**config.mk**
```make
export PLATFORM = sky130hd
export DESIGN_NAME = slot_bus_top
export DESIGN_NICKNAME = d
export VERILOG_FILES = /design/src/source/slot_bus_pkg.sv /design/src/source/frame_timer.sv /design/src/source/slot_config_regs.sv /design/src/source/frame_serializer.sv /design/src/source/frame_deserializer.sv /design/src/source/slot_bus_top.sv
export VERILOG_INCLUDE_DIRS = /design/src /design/src/include
export SDC_FILE = /design/constraint.sdc
export NUM_CORES = 1
export LEC_CHECK = 0
export ABC_AREA = 1
export BUFFER_PORTS_ARGS = -buffer_cell sky130_fd_sc_hd__buf_2
export CAP_MARGIN = 20
export CELL_PAD_IN_SITES_DETAIL_PLACEMENT = 0
export CELL_PAD_IN_SITES_GLOBAL_PLACEMENT = 1
export CORE_ASPECT_RATIO = 0.75
export CORE_MARGIN = 4
export CORE_UTILIZATION = 45
export DETAILED_ROUTE_END_ITERATION = 12
export PLACE_DENSITY_LB_ADDON = 0.12
export SETUP_SLACK_MARGIN = 0.02
export SLEW_MARGIN = 20
export SYNTH_ARGS = -nofsm -noshare
export SYNTH_HDL_FRONTEND = slang
export SYNTH_SLANG_ARGS = --single-unit
```
**constraint.sdc**
```tcl
create_clock -name custom_srclk -period 3.85 [get_ports custom_srclk]
set_input_delay 0.77 -clock custom_srclk [delete_from_list [all_inputs] [get_ports custom_srclk]]
set_output_delay 0.77 -clock custom_srclk [all_outputs]
set_load 0.03 [all_outputs]
```
**src/include/slot_bus_params.svh**
```systemverilog
// Frame length, port count and configuration address map of the serial slot bus
// Included by the package and by any RTL that sizes or decodes against these values

`ifndef SLOT_BUS_PARAMS_SVH
`define SLOT_BUS_PARAMS_SVH

// Bits shifted per frame, one latch pulse each
`define SLOT_FRAME_BITS 8

// Converter ports on the isolated bus
`define SLOT_NUM_PORTS 4

// Configuration address of the clock-select mask
// Addresses below SLOT_NUM_PORTS hold the per-port hardware-configuration bytes
`define SLOT_CFG_CLKSEL_ADDR 4

`endif

```
**src/source/slot_bus_pkg.sv**
```systemverilog
// Vector types shared by the slot bus RTL and its testbench
// Referenced as slot_bus_pkg::name

`include "slot_bus_params.svh"

package slot_bus_pkg;

    // One frame's payload
    typedef logic [`SLOT_FRAME_BITS-1:0] frame_word_t;

    // One bit per converter port
    typedef logic [`SLOT_NUM_PORTS-1:0] port_mask_t;

    // Per-port hardware-configuration byte
    typedef logic [7:0] hwcon_t;

    // Configuration register address
    typedef logic [2:0] cfg_addr_t;

    // Bit position within a frame
    typedef logic [$clog2(`SLOT_FRAME_BITS)-1:0] bit_index_t;

    // Port number
    typedef logic [$clog2(`SLOT_NUM_PORTS)-1:0] port_index_t;

endpackage

```
**src/source/frame_timer.sv**
```systemverilog
// Frame timer for the serial slot bus that makes the latch pulse and the hwcon port index

`timescale 1ns/1ps

module frame_timer (
    input  logic                      custom_srclk,
    input  logic                      reset,
    output logic                      frame_start,
    output slot_bus_pkg::port_index_t hwcon_port
);

    slot_bus_pkg::bit_index_t bit_cnt;

    // Free-running bit position that wraps once per frame and is zero on the first bit
    always_ff @(posedge custom_srclk or posedge reset) begin
        if (reset) begin
            bit_cnt <= '0;
        end else begin
            bit_cnt <= bit_cnt + 1'b1;
        end
    end

    assign frame_start = (bit_cnt == '0);

    // Steps once per frame so frames carry ports 0, 1, 2, 3 in turn
    always_ff @(posedge custom_srclk or posedge reset) begin
        if (reset) begin
            hwcon_port <= '0;
        end else if (frame_start) begin
            hwcon_port <= hwcon_port + 1'b1;
        end
    end

endmodule

```
**src/source/slot_config_regs.sv**
```systemverilog
// Configuration registers for the slot bus: per-port hwcon bytes and clock-select mask
// Written by address with a single-cycle strobe, hwcon read out by the rotating port index

`timescale 1ns/1ps

`include "slot_bus_params.svh"

module slot_config_regs (
    input  logic                      custom_srclk,
    input  logic                      reset,
    input  logic                      cfg_write,
    input  slot_bus_pkg::cfg_addr_t   cfg_addr,
    input  slot_bus_pkg::frame_word_t cfg_data,
    input  slot_bus_pkg::port_index_t hwcon_port,
    output slot_bus_pkg::port_mask_t  clksel,
    output slot_bus_pkg::hwcon_t      hwcon
);

    slot_bus_pkg::hwcon_t hwcon_q [`SLOT_NUM_PORTS];

    logic hwcon_hit;
    logic clksel_hit;

    // Address decode, anything above the clock-select address is dropped
    assign hwcon_hit  = (cfg_addr < slot_bus_pkg::cfg_addr_t'(`SLOT_NUM_PORTS));
    assign clksel_hit = (cfg_addr == slot_bus_pkg::cfg_addr_t'(`SLOT_CFG_CLKSEL_ADDR));

    // Hardware-configuration bytes, one per port
    always_ff @(posedge custom_srclk or posedge reset) begin
        if (reset) begin
            for (int i = 0; i < `SLOT_NUM_PORTS; i++) begin
                hwcon_q[i] <= '0;
            end
        end else if (cfg_write && hwcon_hit) begin
            hwcon_q[slot_bus_pkg::port_index_t'(cfg_addr)] <= cfg_data;
        end
    end

    // Clock-select mask lives in the low nibble of the written word
    always_ff @(posedge custom_srclk or posedge reset) begin
        if (reset) begin
            clksel <= '0;
        end else if (cfg_write && clksel_hit) begin
            clksel <= cfg_data[`SLOT_NUM_PORTS-1:0];
        end
    end

    // Byte for the port whose frame loads next
    assign hwcon = hwcon_q[hwcon_port];

endmodule

```
**src/source/frame_serializer.sv**
```systemverilog
// Parallel-in serial-out register for one outgoing slot bus line
// Loads at frame start and shifts MSB first for the rest of the frame

`timescale 1ns/1ps

module frame_serializer (
    input  logic                      custom_srclk,
    input  logic                      reset,
    input  logic                      frame_start,
    input  slot_bus_pkg::frame_word_t word,
    output logic                      serial_out
);

    slot_bus_pkg::frame_word_t shift_q;

    always_ff @(posedge custom_srclk or posedge reset) begin
        if (reset) begin
            shift_q <= '0;
        end else if (frame_start) begin
            // New word takes over for the coming frame
            shift_q <= word;
        end else begin
            shift_q <= {shift_q[$bits(shift_q)-2:0], 1'b0};
        end
    end

    // MSB is on the line
    assign serial_out = shift_q[$bits(shift_q)-1];

endmodule

```
**src/source/frame_deserializer.sv**
```systemverilog
// Serial-in parallel-out register for one incoming slot bus line
// The parallel word is updated at frame start and holds for a whole frame

`timescale 1ns/1ps

module frame_deserializer (
    input  logic                      custom_srclk,
    input  logic                      reset,
    input  logic                      frame_start,
    input  logic                      serial_in,
    output slot_bus_pkg::frame_word_t word
);

    slot_bus_pkg::frame_word_t shift_q;
    slot_bus_pkg::frame_word_t shift_next;

    // Oldest sample works its way up to the MSB
    assign shift_next = {shift_q[$bits(shift_q)-2:0], serial_in};

    always_ff @(posedge custom_srclk or posedge reset) begin
        if (reset) begin
            shift_q <= '0;
        end else begin
            shift_q <= shift_next;
        end
    end

    // Holding register, includes the bit sampled on the latch edge
    always_ff @(posedge custom_srclk or posedge reset) begin
        if (reset) begin
            word <= '0;
        end else if (frame_start) begin
            word <= shift_next;
        end
    end

endmodule

```
**src/source/slot_bus_top.sv**
```systemverilog
// Serial control-bus expander for the audio converter ports
// Shifts chip selects, clock selects and hwcon out and overflow and dir/chan bits in

`timescale 1ns/1ps

module slot_bus_top (
    input  logic                      custom_srclk,
    input  logic                      reset,
    input  logic                      cfg_write,
    input  slot_bus_pkg::cfg_addr_t   cfg_addr,
    input  slot_bus_pkg::frame_word_t cfg_data,
    input  slot_bus_pkg::port_mask_t  spi_adc_sel,
    input  slot_bus_pkg::port_mask_t  spi_dac_sel,
    input  logic                      custom_adc_ovf,
    input  logic                      custom_dirchan,
    output logic                      bus_latch,
    output logic                      spi_adc_cs,
    output logic                      spi_dac_cs,
    output logic                      custom_clksel,
    output logic                      custom_adc_hwcon,
    output slot_bus_pkg::frame_word_t aovf,
    output slot_bus_pkg::port_mask_t  direction,
    output slot_bus_pkg::port_mask_t  num_channels
);

    logic                      frame_start;
    slot_bus_pkg::port_index_t hwcon_port;
    slot_bus_pkg::port_mask_t  clksel;
    slot_bus_pkg::hwcon_t      hwcon;

    slot_bus_pkg::frame_word_t adc_cs_word;
    slot_bus_pkg::frame_word_t dac_cs_word;
    slot_bus_pkg::frame_word_t clksel_word;
    slot_bus_pkg::frame_word_t dirchan_word;

    frame_timer u_timer (
        .custom_srclk (custom_srclk),
        .reset        (reset),
        .frame_start  (frame_start),
        .hwcon_port   (hwcon_port)
    );

    assign bus_latch = frame_start;

    slot_config_regs u_cfg (
        .custom_srclk (custom_srclk),
        .reset        (reset),
        .cfg_write    (cfg_write),
        .cfg_addr     (cfg_addr),
        .cfg_data     (cfg_data),
        .hwcon_port   (hwcon_port),
        .clksel       (clksel),
        .hwcon        (hwcon)
    );

    // Chip selects are active low on the board
    assign adc_cs_word = {4'b0000, ~spi_adc_sel};
    assign dac_cs_word = {4'b0000, ~spi_dac_sel};
    assign clksel_word = {4'b0000, clksel};

    frame_serializer u_ser_adc_cs (
        .custom_srclk (custom_srclk),
        .reset        (reset),
        .frame_start  (frame_start),
        .word         (adc_cs_word),
        .serial_out   (spi_adc_cs)
    );

    frame_serializer u_ser_dac_cs (
        .custom_srclk (custom_srclk),
        .reset        (reset),
        .frame_start  (frame_start),
        .word         (dac_cs_word),
        .serial_out   (spi_dac_cs)
    );

    frame_serializer u_ser_clksel (
        .custom_srclk (custom_srclk),
        .reset        (reset),
        .frame_start  (frame_start),
        .word         (clksel_word),
        .serial_out   (custom_clksel)
    );

    frame_serializer u_ser_hwcon (
        .custom_srclk (custom_srclk),
        .reset        (reset),
        .frame_start  (frame_start),
        .word         (hwcon),
        .serial_out   (custom_adc_hwcon)
    );

    frame_deserializer u_deser_ovf (
        .custom_srclk (custom_srclk),
        .reset        (reset),
        .frame_start  (frame_start),
        .serial_in    (custom_adc_ovf),
        .word         (aovf)
    );

    frame_deserializer u_deser_dirchan (
        .custom_srclk (custom_srclk),
        .reset        (reset),
        .frame_start  (frame_start),
        .serial_in    (custom_dirchan),
        .word         (dirchan_word)
    );

    // Upper nibble is channel count, lower nibble is direction
    assign num_channels = dirchan_word[7:4];
    assign direction    = dirchan_word[3:0];

endmodule

```
==> results of run 1 <==
## synthesized netlist by cell type (all sizes together)
library cell	instances	area, um^2
xor2	3	26.3
ha	2	25.0
nand3	18	120
o21ai	42	323
dfrtp	103	2580
buf	16	110
inv	59	221
a21oi	1	5.00
nand2	164	631
clkinv	1	3.75
nor2	19	95.1
## routing by layer
layer,up-vias,wire length [um]
met3,9,235
met2,29,3230
li1,1377,-
met5,-,0
met4,0,98
met1,1231,3720
## state kept, by name (all words and copies together), names as in the netlist
register	cells
u_ser_adc_cs.shift_q	8
u_deser_dirchan.shift_q	7
u_cfg.hwcon_q	32
u_deser_dirchan.word	8
u_ser_clksel.shift_q	8
u_deser_ovf.shift_q	7
u_timer.bit_cnt	3
u_cfg.clksel	4
u_ser_dac_cs.shift_q	8
u_ser_hwcon.shift_q	8
u_deser_ovf.word	8
u_timer.hwcon_port	2
## layout make-up
cell class                      instances  area, um^2
Clock buffer                           10         239
Clock inverter                          6        51.3
Fill cell                             833        4300
Inverter                               60         228
Multi-Input combinational cell        249        1230
Sequential cell                       103        2580
Tap cell                              112         140
Timing Repair Buffer                   47         243
## worst min path at each step
stage                                                     from                              endpoint
after floorplan           u_deser_dirchan.shift_q[0]$_DFF_PP0_  u_deser_dirchan.shift_q[1]$_DFF_PP0_
after global placement    u_deser_dirchan.shift_q[0]$_DFF_PP0_  u_deser_dirchan.shift_q[1]$_DFF_PP0_
after detailed placement      u_deser_ovf.shift_q[2]$_DFF_PP0_      u_deser_ovf.shift_q[3]$_DFF_PP0_
after CTS                     u_deser_ovf.shift_q[2]$_DFF_PP0_      u_deser_ovf.shift_q[3]$_DFF_PP0_
after global routing          u_deser_ovf.shift_q[0]$_DFF_PP0_      u_deser_ovf.shift_q[1]$_DFF_PP0_
final                         u_deser_ovf.shift_q[4]$_DFF_PP0_      u_deser_ovf.shift_q[5]$_DFF_PP0_
## layout by cell type (no fill, tap or decap), types with 3 or more instances in the layout
master	synthesis	layout
o21ai_0	10	10
nand3_1	15	15
dfrtp_1	103	103
nand2_1	160	160
nand2_2	3	3
o21ai_2	30	30
buf_2	10	44
inv_2	4	4
inv_1	55	54
buf_4	2	3
clkbuf_16	0	9
nor2_1	15	15
xor2_1	3	3
## kinds of logic (layout without fill, tap and decap cells)
kind of cell | Yosys count | in the layout | share of synthesized area [%]
buffers and inverters | 76 | 123 | 8.10
AND/OR/NAND/NOR | 201 | 201 | 20.4
AO/OA/AOI/OAI | 43 | 43 | 7.92
adder cells (fa/ha/maj) | 2 | 2 | 0.605
flip-flops | 103 | 103 | 62.3
XOR/XNOR | 3 | 3 | 0.635
## power by group through the flow
stage | registers, mW | logic [mW] | clock network (mW)
floorplan | 1.28 | 0.187 | 0
global placement | 1.26 | 0.263 | 0
detailed placement | 1.27 | 0.267 | 0
CTS | 1.25 | 0.268 | 0.897
global route | 1.26 | 0.307 | 0.942
finish | 1.25 | 0.262 | 0.869
## worst max-delay path, stage by stage (launching register included)
cell and delay, ps:
dfrtp_1 390, inv_1 70, ha_1 140, inv_1 60, nor2_4 80, buf_2 220
==> flow_metrics.tcl, run 1 <==
set metrics [dict create \
    status "completed" \
    path_max_fanout 2 \
    clockBufferDepth 2 \
    cts.sinks 103 \
    power.density_nw_per_um2 505 \
    io_buffers 44 \
    final_cells 587 \
    power_frac_seq_pct 52.4 \
    fin_area_um2 4710 \
    insertion_delay_ps 340 \
    min_path_type "flop to flop" \
    avgSynthCellArea_um2 9.67 \
    period_needed_ps 2060 \
    grt-ovfl-total 0 \
    crit_path_end_kind "output port" \
    h-tree-depth 3 \
    viasPerCell 4.51 \
    fin_ws_ps 1790 \
    start_util_pct 45.9 \
    grt_use_met3_pct 3.80 \
    worst_pin_slew_ps 898 \
    fin_skew_ps 7.03 \
    crit_path_end "bus_latch" \
    r2r_end "u_ser_dac_cs.shift_q[3]$_DFF_PP0_" \
    grt_pass1_wl_um 12700 \
    drc 0 \
    critPathLaunch "u_timer.bit_cnt[0]$_DFF_PP0_" \
    first_pass_iters 4 \
    busiest_layer "met2" \
    syn_inst 428 \
    final-setup-viol-count 0 \
    cts_setup_buffers 0 \
    die_area_um2 10800 \
    drt-initial-drc-count 92 \
    arrival_ps 1290 \
    rsz0062_at_grt "no" \
    grt_pass1_vias 2646 \
    drtAntennaViolNets 0 \
    cts_tree "done" \
    use_met1_pct 20.4 \
    grtUsageMet2_pct 22.9 \
    drv_slew 0 \
    post_cts_resized 0 \
    core-area_um2 9010 \
    final_layout_size_suffix_gt1_share_pct 22.9 \
    grt_max_degree 75 \
    r2r_start "u_timer.bit_cnt[0]$_DFF_PP0_" \
    hold_viol_final 0 \
    ir_worst_vdd_v 0.000246 \
    syn-num-nets 454 \
    holdPathStages 0 \
    die_y_um 91.0 \
    numCtsBuffers 9 \
    fin_util_pct 52.3 \
    antenna_found_initial 0 \
    syn2layout_area_growth_pct 13.8 \
    clockRootBuffer "clkbuf_16" \
    io_pins 45 \
    placed_area_um2 4420 \
    yosys_warnings 0 \
    dp_slack_ps 1960 \
    holdWs_ps 374 \
    final.period_utilization_pct 53.6 \
    routed_wirelength_um 7280 \
    ys_seq_area_share_pct 62.3 \
    netlist_area_um2 4140 \
    reg2regPathDepth 8 \
    p_leak_nw 2.50 \
    synth-seq-cells 103 \
    die_x_um 119 \
    total_power_mw 2.38 \
    dpl.hpwl_um 4590 \
    setup_tns_ps 0 \
    grt_usage_pct 14.8 \
    fin_nets 496 \
    max-slew-margin-rel_pct 40.1 \
    ys_types 22 \
    place_inst 571 \
    fmax_mhz 485 \
    power_switching_uw 615 \
    switching_share_pct 25.9 \
    clk_pin_slew_ps 70 \
    timing_worst_setup_path_type "flop to output port" \
    r2r_slack_ps 1980 \
    diodes 0 \
    p_int_mw 1.76 \
    vias 2646 \
    power_frac_clock_pct 36.6 \
    comb_power_share_pct 11.0 \
    rows 30 \
    avgRoutedWirePerCell_um 12.4 \
    gp_congestion 0.742 \
    timing.max_cap.violations 0 \
    required_ps 3080 \
    cts_hold_buf 0 \
    worstSetupStartpointType "flop" \
]
No activity file was read; power rests on OpenSTA's default activity.
==> inputs of run 2 (changes only) <==
Clock period 3.85 ns to 2.05 ns, I/O delays scaled along.
==> run 2 against run 1 <==
  * Final cell count is 0.34% higher
  * Critical endpoint unchanged
  * Combinational power grew 87%
  * Sequential power increased by 87%
  * Clock-buffer cell count rose by 2
  * Critical path depth unchanged
  * Sequential share of layout area decreased by 0.32 points
  * Highest routed layer unchanged
  * Global-route usage grew 0.43 points
  * Design area increased by 0.58%
  * Routed wire length down 0.21%
  * Clock power is 83% higher
  * Non-clock buffer count up 2
  * Die area is the same
==> flow_metrics.tcl, run 2 (synthesized netlist as in run 1, its figures left out) <==
set metrics [dict create \
    status "completed" \
    crit_buf_inv 3 \
    grt_usage_pct 15.2 \
    grt_pass1_vias 2772 \
    insertion_delay_ps 340 \
    clk_pin_slew_ps 70 \
    ir_worst_vdd_v 0.000354 \
    final_layout_size_suffix_gt1_share_pct 22.9 \
    p_leak_nw 2.50 \
    start_util_pct 45.9 \
    rows 30 \
    multi_input_area_um2 1230 \
    first_pass_iters 4 \
    cts.sinks 103 \
    crit_chain "inv_1 > ha_1 > inv_1 > nor2_4 > buf_2" \
    cts_hold_buf 0 \
    largest_reg_flops 32 \
    fillers 853 \
    m1WireLength_um 3610 \
    clockBufferDepth 2 \
    setup_tns_ps 0 \
    seq_area_um2 2580 \
    worst_pin_slew_ps 561 \
    wl_met2_um 3300 \
    diodes 0 \
    fin_util_pct 52.6 \
    cp_common_cell "inv_1" \
    drtAntennaViolNets 0 \
    required_ps 1640 \
    syn2layout_area_growth_pct 14.5 \
    vias 2690 \
    critical-path-max-stage-delay_ps 390 \
    timing.max_cap.violations 0 \
    rsz0062_at_grt "no" \
    cp_slowest_cell "dfrtp_1" \
    io_buffers 44 \
    period_needed_ps 1720 \
    drt-initial-drc-count 107 \
    fin_nets 498 \
    drv_slew 0 \
    numCtsBuffers 9 \
    worstSetupStartpointType "flop" \
    die_y_um 91.0 \
    hold_viol_final 0 \
    fin_skew_ps 4.06 \
    final_common_cell "nand2_1" \
    routed_wirelength_um 7270 \
    fmax_mhz 581 \
    top_layer "met4" \
    core-area_um2 9010 \
    post_cts_resized 0 \
    regMostFlops "u_cfg.hwcon_q" \
    path_max_fanout 3 \
    antenna_found_initial 0 \
    crit_family "flip-flops" \
    grt_max_degree 104 \
    avgRoutedWirePerCell_um 12.3 \
    route.met3.wl_um 244 \
    grt-ovfl-total 0 \
    clockRootBuffer "clkbuf_16" \
    viasPerCell 4.57 \
    timing_worst_setup_path_type "flop to output port" \
    final.period_utilization_pct 83.9 \
    gp_congestion 0.711 \
    crit_path_end_kind "output port" \
    h-tree-depth 3 \
    drc 0 \
    max-slew-margin-rel_pct 62.6 \
    die_area_um2 10800 \
    io_pins 45 \
    final-setup-viol-count 0 \
    power.density_nw_per_um2 932 \
    cts_setup_buffers 0 \
    cts_tree "done" \
    dpl.hpwl_um 4650 \
    layout_common_cells "nand2_1, dfrtp_1, inv_1, buf_2, o21ai_2" \
    min_path_type "input port to asynchronous set/reset pin" \
    die_x_um 119 \
    arrival_ps 1310 \
    grt_pass1_wl_um 13000 \
]
==> run 2: cell count changes in the layout (fill, tap and decap cells not counted), sizes merged <==
cell	previous run	this run
clkbuf	10	12
clkinv	4	3
buf	47	49
clkinvlp	0	2
inv	62	59
==> run 2: layout make-up <==
cell class | instances | share of cell area, %
flip-flops and latches | 103 | 54.4
multi-input cells | 249 | 26.0
repair buffers | 49 | 5.97
clock buffers | 12 | 5.20
inverters | 60 | 4.83
well taps | 112 | 2.96
clock inverters | 4 | 0.634
==> run 2: worst paths after layout <==
path / end / from / slack (ps) / cells past startpoint
hold reg to reg: u_deser_dirchan.shift_q[4]$_DFF_PP0_ / u_deser_dirchan.shift_q[3]$_DFF_PP0_ / 370 / 0
setup / recovery: bus_latch / u_timer.bit_cnt[0]$_DFF_PP0_ / 330 / 5
max in group asynchronous: u_ser_clksel.shift_q[1]$_DFF_PP0_ / reset / 1420 / 3
hold / removal: u_ser_clksel.shift_q[7]$_DFF_PP0_ / reset / 180 / 3
min in group custom_srclk: u_deser_ovf.shift_q[0]$_DFF_PP0_ / custom_adc_ovf / 180 / 1
setup reg to reg: u_timer.hwcon_port[1]$_DFFE_PP0N_ / u_timer.bit_cnt[0]$_DFF_PP0_ / 500 / 7
==> run 2: power breakdown <==
part	internal (mW)	switching, mW
sequential	2.25	0.0937
combinational	0.191	0.298
clock	0.862	0.724
==> run 2: routing by layer <==
metal	track usage [%]	vias to the layer above
li1	-	1386
met1	19.8	1261
met5	0	-
met2	24.1	34
met4	5.50	0
met3	4.79	9
==> run 2: through the flow <==
stage | cells | setup WS, ps | total power, mW | cell area, um^2 | hold WS [ps]
3_3_place_gp | 573 | 547 | 2.87 | 4460 | 357
4_1_cts | 589 | 307 | 4.48 | 4740 | 171
5_1_grt | 589 | 194 | 4.67 | 4740 | 178
2_1_floorplan | 428 | 408 | 2.75 | 4140 | 354
6_report | 589 | 330 | 4.41 | 4740 | 176
3_5_place_dp | 573 | 486 | 2.88 | 4460 | 360
==> run 2: worst min-delay path, delay by kind of cell <==
kind / cells / cell delay (ps)
buf+inv: 3 / 550
